File: src/source/board_ctrl_pkg.sv
// board_ctrl_pkg: register map, widths, tick divisors and shared types of the board controller.
`default_nettype none

package board_ctrl_pkg;

	////////////////////
	// basic types
	////////////////////

	// register bus address and data.
	typedef logic [4:0] csr_addr_t;
	typedef logic [7:0] csr_data_t;

	// one register bus cycle, write strobe in the lsb.
	typedef struct packed {
		csr_addr_t addr;
		csr_data_t wdata;
		logic      we;
	} csr_req_t;

	// interrupt sources: wdt, sleep, power_btn, smb_alert, rtc (bit 0).
	typedef logic [4:0] irq_vec_t;

	// board inputs, active low as on the pins.
	// charger_prsnt_n, charging_n, batlow_n, lid_n, sleep_n, power_btn_n (bit 0).
	typedef logic [5:0] gpi_vec_t;

	// watchdog timeout and down-counter.
	typedef logic [7:0] wdt_count_t;

	typedef enum logic [1:0] {
		WDT_IDLE,
		WDT_RUN,
		WDT_FIRE
	} wdt_state_t;

	////////////////////
	// register map
	////////////////////

	localparam csr_data_t CPLD_VERSION = 8'h21;

	localparam csr_addr_t ADDR_VERSION     = 5'h00;
	localparam csr_addr_t ADDR_GPI         = 5'h01;
	localparam csr_addr_t ADDR_WDT_CTRL    = 5'h04;
	localparam csr_addr_t ADDR_WDT_TIMEOUT = 5'h05;
	localparam csr_addr_t ADDR_WDT_KICK    = 5'h06;
	localparam csr_addr_t ADDR_WDT_COUNT   = 5'h07;
	localparam csr_addr_t ADDR_PWM_CTRL    = 5'h0C;
	localparam csr_addr_t ADDR_PWM_DUTY    = 5'h0D;
	localparam csr_addr_t ADDR_IRQ_ENABLE  = 5'h1C;
	localparam csr_addr_t ADDR_IRQ_PENDING = 5'h1D;

	localparam wdt_count_t WDT_DEFAULT_TIMEOUT = 8'd8;

	// clocks per fast tick, fast ticks per slow tick.
	localparam int FAST_DIV = 4;
	localparam int SLOW_DIV = 64;

	localparam int FAST_CNT_W = $clog2(FAST_DIV);
	localparam int SLOW_CNT_W = $clog2(SLOW_DIV);

endpackage

`default_nettype wire

File: src/source/tick_gen.sv
// tick_gen: divides clk into a fast and a slow one-clock enable strobe.
`default_nettype none

module tick_gen (
	input  wire  clk,
	input  wire  rst,
	output logic tick_fast,
	output logic tick_slow
);

	import board_ctrl_pkg::*;

	logic [FAST_CNT_W-1:0] fast_cnt;
	logic [SLOW_CNT_W-1:0] slow_cnt;
	logic                  fast_wrap;
	logic                  slow_wrap;

	assign fast_wrap = (fast_cnt == FAST_CNT_W'(FAST_DIV - 1));
	assign slow_wrap = (slow_cnt == SLOW_CNT_W'(SLOW_DIV - 1));

	// both counters restart at reset, so the tick phase is known.
	always_ff @(posedge clk) begin
		if (rst) begin
			fast_cnt  <= '0;
			slow_cnt  <= '0;
			tick_fast <= 1'b0;
			tick_slow <= 1'b0;
		end else begin
			tick_fast <= fast_wrap;
			// slow tick lands on the same clock as its fast tick.
			tick_slow <= fast_wrap & slow_wrap;
			if (fast_wrap) begin
				fast_cnt <= '0;
				if (slow_wrap) begin
					slow_cnt <= '0;
				end else begin
					slow_cnt <= slow_cnt + 1'b1;
				end
			end else begin
				fast_cnt <= fast_cnt + 1'b1;
			end
		end
	end

endmodule

`default_nettype wire

File: src/source/input_sync.sv
// input_sync: synchronizes the active-low board inputs and strobes their edges.
`default_nettype none

module input_sync (
	input  wire                       clk,
	input  wire                       rst,
	input  wire board_ctrl_pkg::gpi_vec_t pins_n,
	input  wire                       rtc_int_n,
	input  wire                       smb_alert_n,
	output board_ctrl_pkg::gpi_vec_t  levels,
	output logic                      rtc_fall,
	output logic                      smb_fall,
	output logic                      btn_edge,
	output logic                      sleep_fall
);

	import board_ctrl_pkg::*;

	// smb_alert_n, rtc_int_n, then the gpi pins.
	logic [7:0] meta;
	logic [7:0] sync;
	// previous value of the edge-sensed inputs: smb, rtc, sleep, button.
	logic [3:0] prev;
	logic [3:0] cur;

	assign cur = {sync[7], sync[6], sync[1], sync[0]};

	// idle level is high on every pin.
	always_ff @(posedge clk) begin
		if (rst) begin
			meta <= '1;
			sync <= '1;
			prev <= '1;
		end else begin
			meta <= {smb_alert_n, rtc_int_n, pins_n};
			sync <= meta;
			prev <= cur;
		end
	end

	// strobes are registered, one clock after the sync stage settles.
	always_ff @(posedge clk) begin
		if (rst) begin
			btn_edge   <= 1'b0;
			sleep_fall <= 1'b0;
			rtc_fall   <= 1'b0;
			smb_fall   <= 1'b0;
		end else begin
			// button press and release both count.
			btn_edge   <= cur[0] ^ prev[0];
			sleep_fall <= prev[1] & ~cur[1];
			rtc_fall   <= prev[2] & ~cur[2];
			smb_fall   <= prev[3] & ~cur[3];
		end
	end

	assign levels = sync[5:0];

endmodule

`default_nettype wire

File: src/source/irq_ctrl.sv
// irq_ctrl: interrupt enable and pending registers driving the combined interrupt line.
`default_nettype none

module irq_ctrl (
	input  wire                           clk,
	input  wire                           rst,
	input  wire board_ctrl_pkg::csr_req_t csr,
	input  wire board_ctrl_pkg::irq_vec_t sources,
	output board_ctrl_pkg::csr_data_t     rdata,
	output logic                          irq
);

	import board_ctrl_pkg::*;

	irq_vec_t enable;
	irq_vec_t pending;
	irq_vec_t clear;
	logic     wr_enable;
	logic     wr_pending;

	assign wr_enable  = csr.we && (csr.addr == ADDR_IRQ_ENABLE);
	assign wr_pending = csr.we && (csr.addr == ADDR_IRQ_PENDING);

	// write one to clear.
	assign clear = wr_pending ? irq_vec_t'(csr.wdata) : '0;

	////////////////////
	// registers
	////////////////////

	always_ff @(posedge clk) begin
		if (rst) begin
			enable <= '0;
		end else if (wr_enable) begin
			enable <= irq_vec_t'(csr.wdata);
		end
	end

	// a new source strobe beats a clear in the same clock.
	always_ff @(posedge clk) begin
		if (rst) begin
			pending <= '0;
		end else begin
			pending <= (pending & ~clear) | sources;
		end
	end

	////////////////////
	// readback
	////////////////////

	always_comb begin
		rdata = '0;
		if (csr.addr == ADDR_IRQ_ENABLE) begin
			rdata = csr_data_t'(enable);
		end else if (csr.addr == ADDR_IRQ_PENDING) begin
			rdata = csr_data_t'(pending);
		end
	end

	// masked pending bits.
	assign irq = |(pending & enable);

endmodule

`default_nettype wire

File: src/source/watchdog.sv
// watchdog: programmable timeout counter that strobes a cpu reset and an interrupt on expiry.
`default_nettype none

module watchdog (
	input  wire                           clk,
	input  wire                           rst,
	input  wire                           tick,
	input  wire board_ctrl_pkg::csr_req_t csr,
	output board_ctrl_pkg::csr_data_t     rdata,
	output logic                          cpu_reset,
	output logic                          wdt_irq
);

	import board_ctrl_pkg::*;

	wdt_state_t state;
	wdt_count_t timeout;
	wdt_count_t count;
	logic       wr_ctrl;
	logic       wr_timeout;
	logic       wr_kick;
	logic       running;

	assign wr_ctrl    = csr.we && (csr.addr == ADDR_WDT_CTRL);
	assign wr_timeout = csr.we && (csr.addr == ADDR_WDT_TIMEOUT);
	assign wr_kick    = csr.we && (csr.addr == ADDR_WDT_KICK);

	// the enable bit is the running state itself.
	assign running = (state == WDT_RUN);

	always_ff @(posedge clk) begin
		if (rst) begin
			timeout <= WDT_DEFAULT_TIMEOUT;
		end else if (wr_timeout) begin
			timeout <= csr.wdata;
		end
	end

	////////////////////
	// state machine
	////////////////////

	always_ff @(posedge clk) begin
		if (rst) begin
			state <= WDT_IDLE;
			count <= '0;
		end else begin
			unique case (state)
				WDT_IDLE: begin
					if ((wr_ctrl && csr.wdata[0]) || wr_kick) begin
						count <= timeout;
					end
					if (wr_ctrl && csr.wdata[0]) begin
						state <= WDT_RUN;
					end
				end
				WDT_RUN: begin
					if (wr_ctrl && !csr.wdata[0]) begin
						state <= WDT_IDLE;
					end else if (wr_ctrl || wr_kick) begin
						count <= timeout;
					end else if (count == '0) begin
						// expired, fire for exactly one clock.
						state <= WDT_FIRE;
					end else if (tick) begin
						count <= count - 1'b1;
					end
				end
				WDT_FIRE: begin
					state <= WDT_IDLE;
				end
				default: begin
					state <= WDT_IDLE;
				end
			endcase
		end
	end

	assign cpu_reset = (state == WDT_FIRE);
	assign wdt_irq   = (state == WDT_FIRE);

	// kick register is write only.
	always_comb begin
		unique case (csr.addr)
			ADDR_WDT_CTRL:    rdata = csr_data_t'(running);
			ADDR_WDT_TIMEOUT: rdata = timeout;
			ADDR_WDT_COUNT:   rdata = count;
			default:          rdata = '0;
		endcase
	end

endmodule

`default_nettype wire

File: src/source/pwm.sv
// pwm: 8-bit PWM generator with enable and duty registers.
`default_nettype none

module pwm (
	input  wire                           clk,
	input  wire                           rst,
	input  wire                           tick,
	input  wire board_ctrl_pkg::csr_req_t csr,
	output board_ctrl_pkg::csr_data_t     rdata,
	output logic                          pwm_out
);

	import board_ctrl_pkg::*;

	logic      enable;
	csr_data_t duty;
	logic [7:0] cnt;

	always_ff @(posedge clk) begin
		if (rst) begin
			enable <= 1'b0;
			duty   <= '0;
		end else if (csr.we) begin
			if (csr.addr == ADDR_PWM_CTRL) begin
				enable <= csr.wdata[0];
			end
			if (csr.addr == ADDR_PWM_DUTY) begin
				duty <= csr.wdata;
			end
		end
	end

	// period counter, parked at zero while disabled.
	// wraps from 255 back to 0 on its own.
	always_ff @(posedge clk) begin
		if (rst || !enable) begin
			cnt <= '0;
		end else if (tick) begin
			cnt <= cnt + 1'b1;
		end
	end

	assign pwm_out = enable && (cnt < duty);

	always_comb begin
		rdata = '0;
		if (csr.addr == ADDR_PWM_CTRL) begin
			rdata = csr_data_t'(enable);
		end else if (csr.addr == ADDR_PWM_DUTY) begin
			rdata = duty;
		end
	end

endmodule

`default_nettype wire

File: src/source/board_ctrl_top.sv
// board_ctrl_top: board management register block with watchdog, interrupts and PWM.
`default_nettype none

module board_ctrl_top (
	input  wire                           clk,
	input  wire                           rst,
	input  wire board_ctrl_pkg::csr_req_t csr,
	output board_ctrl_pkg::csr_data_t     rdata,
	input  wire board_ctrl_pkg::gpi_vec_t pins_n,
	input  wire                           rtc_int_n,
	input  wire                           smb_alert_n,
	output logic                          irq,
	output logic                          cpu_reset,
	output logic                          pwm_out
);

	import board_ctrl_pkg::*;

	logic      tick_fast;
	logic      tick_slow;
	gpi_vec_t  levels;
	logic      rtc_fall;
	logic      smb_fall;
	logic      btn_edge;
	logic      sleep_fall;
	logic      wdt_irq;
	irq_vec_t  sources;
	csr_data_t rdata_local;
	csr_data_t rdata_irq;
	csr_data_t rdata_wdt;
	csr_data_t rdata_pwm;

	tick_gen i_tick_gen (
		.clk       (clk),
		.rst       (rst),
		.tick_fast (tick_fast),
		.tick_slow (tick_slow)
	);

	input_sync i_input_sync (
		.clk         (clk),
		.rst         (rst),
		.pins_n      (pins_n),
		.rtc_int_n   (rtc_int_n),
		.smb_alert_n (smb_alert_n),
		.levels      (levels),
		.rtc_fall    (rtc_fall),
		.smb_fall    (smb_fall),
		.btn_edge    (btn_edge),
		.sleep_fall  (sleep_fall)
	);

	// rtc in bit 0 up to the watchdog in bit 4.
	assign sources = {wdt_irq, sleep_fall, btn_edge, smb_fall, rtc_fall};

	irq_ctrl i_irq_ctrl (
		.clk     (clk),
		.rst     (rst),
		.csr     (csr),
		.sources (sources),
		.rdata   (rdata_irq),
		.irq     (irq)
	);

	watchdog i_watchdog (
		.clk       (clk),
		.rst       (rst),
		.tick      (tick_slow),
		.csr       (csr),
		.rdata     (rdata_wdt),
		.cpu_reset (cpu_reset),
		.wdt_irq   (wdt_irq)
	);

	pwm i_pwm (
		.clk     (clk),
		.rst     (rst),
		.tick    (tick_fast),
		.csr     (csr),
		.rdata   (rdata_pwm),
		.pwm_out (pwm_out)
	);

	////////////////////
	// read path
	////////////////////

	always_comb begin
		unique case (csr.addr)
			ADDR_VERSION: rdata_local = CPLD_VERSION;
			ADDR_GPI:     rdata_local = csr_data_t'(levels);
			default:      rdata_local = '0;
		endcase
	end

	// unaddressed blocks return zero, so a plain OR selects.
	always_ff @(posedge clk) begin
		if (rst) begin
			rdata <= '0;
		end else begin
			rdata <= rdata_local | rdata_irq | rdata_wdt | rdata_pwm;
		end
	end

endmodule

`default_nettype wire

File: config.mk
export PLATFORM = sky130hd
export DESIGN_NAME = board_ctrl_top
export DESIGN_NICKNAME = d
export VERILOG_FILES = /design/src/source/board_ctrl_pkg.sv /design/src/source/tick_gen.sv /design/src/source/input_sync.sv /design/src/source/irq_ctrl.sv /design/src/source/watchdog.sv /design/src/source/pwm.sv /design/src/source/board_ctrl_top.sv
export SDC_FILE = /design/constraint.sdc
export NUM_CORES = 1
export LEC_CHECK = 0
export ABC_CLOCK_PERIOD_IN_PS = 1600
export BUFFER_PORTS_ARGS = -buffer_cell sky130_fd_sc_hd__buf_2
export CAP_MARGIN = 15
export CORE_MARGIN = 4
export CORE_UTILIZATION = 53
export CTS_BUF_LIST = sky130_fd_sc_hd__clkbuf_16
export CTS_CLUSTER_SIZE = 30
export DETAILED_ROUTE_END_ITERATION = 10
export PLACE_DENSITY = 0.75
export SKIP_LAST_GASP = 1
export SLEW_MARGIN = 25
export SYNTH_ARGS = -nofsm -noshare
export SYNTH_HDL_FRONTEND = slang
export SYNTH_SLANG_ARGS = --single-unit
File: constraint.sdc
create_clock -name clk -period 1.6 [get_ports clk]
set_input_delay 0.16 -clock clk [delete_from_list [all_inputs] [get_ports clk]]
set_output_delay 0.16 -clock clk [all_outputs]
set_load 0.05 [all_outputs]
Word-level counts from Yosys, hierarchy flattened:

Index checks and enable logic that the tools add are counted.

* bits in registers: 87
* input bits: 24
* output and inout bits: 11
* logic and storage cells: 102

* add/subtract/negate cells: 4
* $lt $le $gt $ge: 1
* equality and inequality tests: 20
* multiplexer cells: 19
* bitwise logic cells: 15
* reduce and logical (&&, ||, !) cells: 23

Operators with widths (number)
* $mux W8: 8
* $or A8 B8 Y8: 3
* $pmux W8 S3: 1
* $eq A5 B3 Y1 const B: 4
* $pmux W8 S2: 1
* $ne A3 B3 Y1 const B: 4
* $pmux W6 S2: 1
* $and A5 B5 Y5: 2
* $eq A5 B4 Y1 const B: 2
* $eq A5 B5 Y1 const B: 2
* $mux W5: 2
* $add A8 B1 Y8 const B: 1
* $logic_and A1 B1 Y1: 8
* $logic_not A8 Y1: 1
* $lt A8 B8 Y1: 1
* $mux W2: 4
* $sub A8 B1 Y8 const B: 1
* $add A6 B1 Y6 const B: 1
* $eq A6 B6 Y1 const B: 1
* $mux W6: 1
* $eq A5 B1 Y1 const B: 1
* $logic_not A5 Y1: 1
* $not A5 Y5: 1
* $or A5 B5 Y5: 1
* 18 further kinds: 29

Longest topological paths before layout:

* depth after elaboration: 6
* gate-level depth with buffers: 7

By module:

From an unflattened synthesis, not the netlist that was laid out.

* cell total of the unflattened synthesis: 450
* area, all modules: 4216.5 µm²

Modules (own cells, without submodules)
* watchdog: instances 1, cells an instance 136, area each 1147.4 µm²
* pwm: instances 1, cells an instance 116, area each 1053.5 µm²
* input_sync: instances 1, cells an instance 60, area each 711.9 µm²
* irq_ctrl: instances 1, cells an instance 63, area each 569.3 µm²
* tick_gen: instances 1, cells an instance 42, area each 417.9 µm²
* board_ctrl_top: instances 1, cells an instance 33, area each 316.6 µm²

Worst setup path before layout:

No wires, ideal clock.

* kind: register to output
* from: reg i_pwm.duty[1]
* to: out pwm_out
* arrival time: 1.604 ns
* slack: -0.164 ns
* stages on the path, launching flop included: 7
* buffers on the path: 0
* path through: dfxtp_1 > inv_1 > ha_1 > a21o_1 > a21o_1 > a211oi_1 > o31a_1

* cells in the longest elaborated chain, start to end: 2

Ends and longest elaborated chain
* start, declared: line pwm.sv:16 `csr_data_t duty;`
* start signal, assigned: line pwm.sv:28 `duty <= csr.wdata;`
* $lt A8 B8 Y1: line pwm.sv:43 `assign pwm_out = enable && (cnt < duty);`
* $logic_and A1 B1 Y1: line pwm.sv:43
* end, declared: line board_ctrl_top.sv:14 `output logic pwm_out`

Every way passes these cells.

Worst setup path after layout:

Same ends and word-level chain as after synthesis.

==> impl_metrics.tcl <==
set metrics [dict create \
    synth_nets 450 \
    synth_ff_type "dfxtp_1" \
    num_vias 3406 \
    core_um2 6940 \
    clk-insertion-delay-late_ps 340 \
    start_util_pct 55.9 \
    grt_usage_pct 23.4 \
    grt_max_degree 39 \
    critPathLaunchType "flip-flop" \
    pin_count 35 \
    hold_violations 0 \
    globalRouteOverflowTotal 0 \
    slew_headroom_pct 43.2 \
    finalMaxSlewViolations 0 \
    hold_class "primary input to flip-flop" \
    place.gp.congestion 0.964 \
    fin_crit_ps 1960 \
    required_ps 1440 \
    layout_commonest_cell "dfxtp_1" \
    setup_viol 10 \
    syn_area_um2 3880 \
    ys_types 64 \
    crit_type "flip-flop to output port" \
    crit_top_cell "a21o_1" \
    final_antenna_net_count 0 \
    fin_worst_skew_ps 5.17 \
    final_cell_mix "dfxtp_1 (83), nor2_1 (44), buf_4 (42), buf_2 (32), nand2_1 (25)" \
    ys_seq_area_share_pct 44.8 \
    timing.rr.start "i_watchdog.count[1]$_SDFFE_PP0P_" \
    fin_crit_sh_pct 122 \
    status "complete, but fails checks" \
    synth_warnings 0 \
    vdd_ir_drop_max_mv 0.943 \
    cts_max_level 3 \
    violations "negative setup slack" \
    min_to "i_input_sync.meta[4]$_SDFF_PP1_" \
    clkTransAtPathRegs_ps 60 \
    rows 30 \
    rsz0062_at_grt "true" \
    whs_path_depth 2 \
    dp_hpwl_mm 6.65 \
    syn_to_final_growth_pct 28.1 \
    cts_root_buf "clkbuf_16" \
    arrival_ps 1800 \
    slowest_stage "dfxtp_2" \
    routed_wl_mm 9.72 \
    drv_cap 0 \
    drive_gt1_share_pct 33.0 \
    fp.dieH_um 93.6 \
    numCtsBuffers 9 \
    viasPerCell 5.74 \
    path_cells "inv_2, ha_4, a21o_1, a21o_1, a211oi_2, o31a_4, buf_8" \
    rr_worst_depth 8 \
    fmax_mhz 511 \
    fin_nets 528 \
    post-route-drc-count 0 \
    setup_slack_ps -358 \
    synth-edff-count 0 \
    critPathMaxStageDelay_ps 350 \
    dieArea_um2 8760 \
    synth_seq_cells 87 \
    end_kind "output port" \
    wl_per_cell_um 16.4 \
    r2r-end "i_watchdog.count[2]$_SDFFE_PP0P_" \
    pre_cts_ws_ps -209 \
    hp-start "pins_n[4]" \
    grt_pass1_vias 3399 \
    io_buffer_count 34 \
    holdWs_ps 11.1 \
    n_antenna_cell 0 \
    drt-pass1-iter-count 5 \
    grt_pass1_wl_mm 16.0 \
    synth-async-reset-ratio_pct 0 \
    cp_max_fo 2 \
    p_leak_uw 0.00198 \
    antenna_found_initial 0 \
    rrSetupSlack_ps -170 \
    synth.avg_cell_area_um2 9.38 \
    clock_path_buffers 2 \
    p_per_area_nw_per_um2 923 \
    cts_sinks 87 \
    drtIter0Drc 279 \
    die_w_um 93.6 \
    worst_pin_slew_ps 847 \
    syn_inst 414 \
    cts_tree "built" \
]
## cells by family (layout without fill, tap and decap cells)
logic type               after synthesis  in the layout  synth area share, %
AND/OR/NAND/NOR                      157            157                 22.1
AO/OA/AOI/OAI                         91             91                 17.9
flip-flops                            87             87                 44.8
buffers and inverters                 39            122                 4.35
multiplexers                          18             18                 4.67
adder cells (fa/ha/maj)               12             12                 3.87
XOR/XNOR                              10             10                 2.26
## layer usage
metal	vias to the layer above	share of wire (%)	wire, um	global-route usage [%]
li1	1628	-	-	-
met1	1590	41	4020	29.4
met2	150	46	4520	37.2
met3	38	7.8	759	5.39
met4	0	4.3	422	12.5
met5	-	0	0	0
## area by class of cell
type,instances,area (um2)
well taps,96,120
inverters,17,63.8
clock buffers,9,225
repair buffers,89,644
flip-flops and latches,87,1750
fillers,520,1970
clock inverters,7,72.6
multi-input cells,288,2100
## flip-flops by register name (all words and copies together) (netlist names)
register	cells
i_input_sync.prev	4
i_input_sync.meta	8
i_input_sync.rtc_fall	1
i_irq_ctrl.pending	5
i_watchdog.state	2
i_tick_gen.tick_fast	1
i_irq_ctrl.enable	5
i_input_sync.sync	8
i_pwm.duty	8
rdata	8
i_pwm.enable	1
i_tick_gen.tick_slow	1
i_tick_gen.slow_cnt	6
i_tick_gen.fast_cnt	2
i_input_sync.sleep_fall	1
i_pwm.cnt	8
i_input_sync.smb_fall	1
i_input_sync.btn_edge	1
i_watchdog.timeout	8
i_watchdog.count	8
## metrics by stage
| stage | setup TNS, ps | util, % | total power (uW) | area (um2) | std cells |
|---|---|---|---|---|---|
| after floorplan | 0 | - | 2430 | 3910 | 414 |
| after global placement | -300 | 63.7 | 2530 | 4430 | 565 |
| after detailed placement | -574 | 63.7 | 2540 | 4430 | 565 |
| after CTS | -697 | 70.9 | 4630 | 4920 | 593 |
| after global routing | -1940 | 71.6 | 4750 | 4970 | 593 |
| final | -1310 | 71.6 | 4590 | 4970 | 593 |
## report_power, final
part	switching (uW)	internal, uW	total [uW]
sequential	21.1	2210	2230
combinational	155	122	277
clock	876	1210	2080
## timing repair
action | 4_1_cts | 5_1_grt
gates cloned | 0 | 0
setup endpoints to repair | 10 | 13
hold buffers | 7 | 0
pin swaps | 11 | 13
buffers inserted | 5 | 1
hold endpoints to repair | 7 | 0
resized for setup | 22 | 13
## critical path, delay by kind of cell, from the launching register on
kind / cells / cell delay (ps)
compound gates: 4 / 700
fa+ha+maj: 1 / 220
buf+inv: 2 / 190
flops: 1 / 350
## worst max-delay path by stage
stage                     slack [ps]                        startpoint  depth (start not counted)                          endpoint
after floorplan                    6  i_watchdog.count[1]$_SDFFE_PP0P_                          5  i_watchdog.count[5]$_SDFFE_PP0P_
after global placement          -150        i_pwm.duty[1]$_SDFFE_PP0P_                          7                           pwm_out
after detailed placement        -210        i_pwm.duty[1]$_SDFFE_PP0P_                          7                           pwm_out
after CTS                       -370        i_pwm.duty[1]$_SDFFE_PP0P_                          7                           pwm_out
after global routing            -410        i_pwm.duty[1]$_SDFFE_PP0P_                          7                           pwm_out
final                           -360        i_pwm.duty[1]$_SDFFE_PP0P_                          7                           pwm_out
## synthesized netlist by cell type (all sizes together) (7+ instances only)
cell | number | area share (%)
nor2 | 45 | 4.3
nand3 | 19 | 2.4
mux2i | 17 | 4.4
ha | 12 | 3.9
buf | 12 | 1.7
a22oi | 13 | 2.5
nand2 | 26 | 2.6
nor3 | 10 | 1.8
o21ai | 7 | 0.90
clkbuf | 10 | 0.97
a21oi | 25 | 3.5
dfxtp | 87 | 45
xor2 | 8 | 1.8
a31oi | 7 | 1.3
inv | 17 | 1.6
or2 | 23 | 3.7
Power figures use the tool's default switching activity.
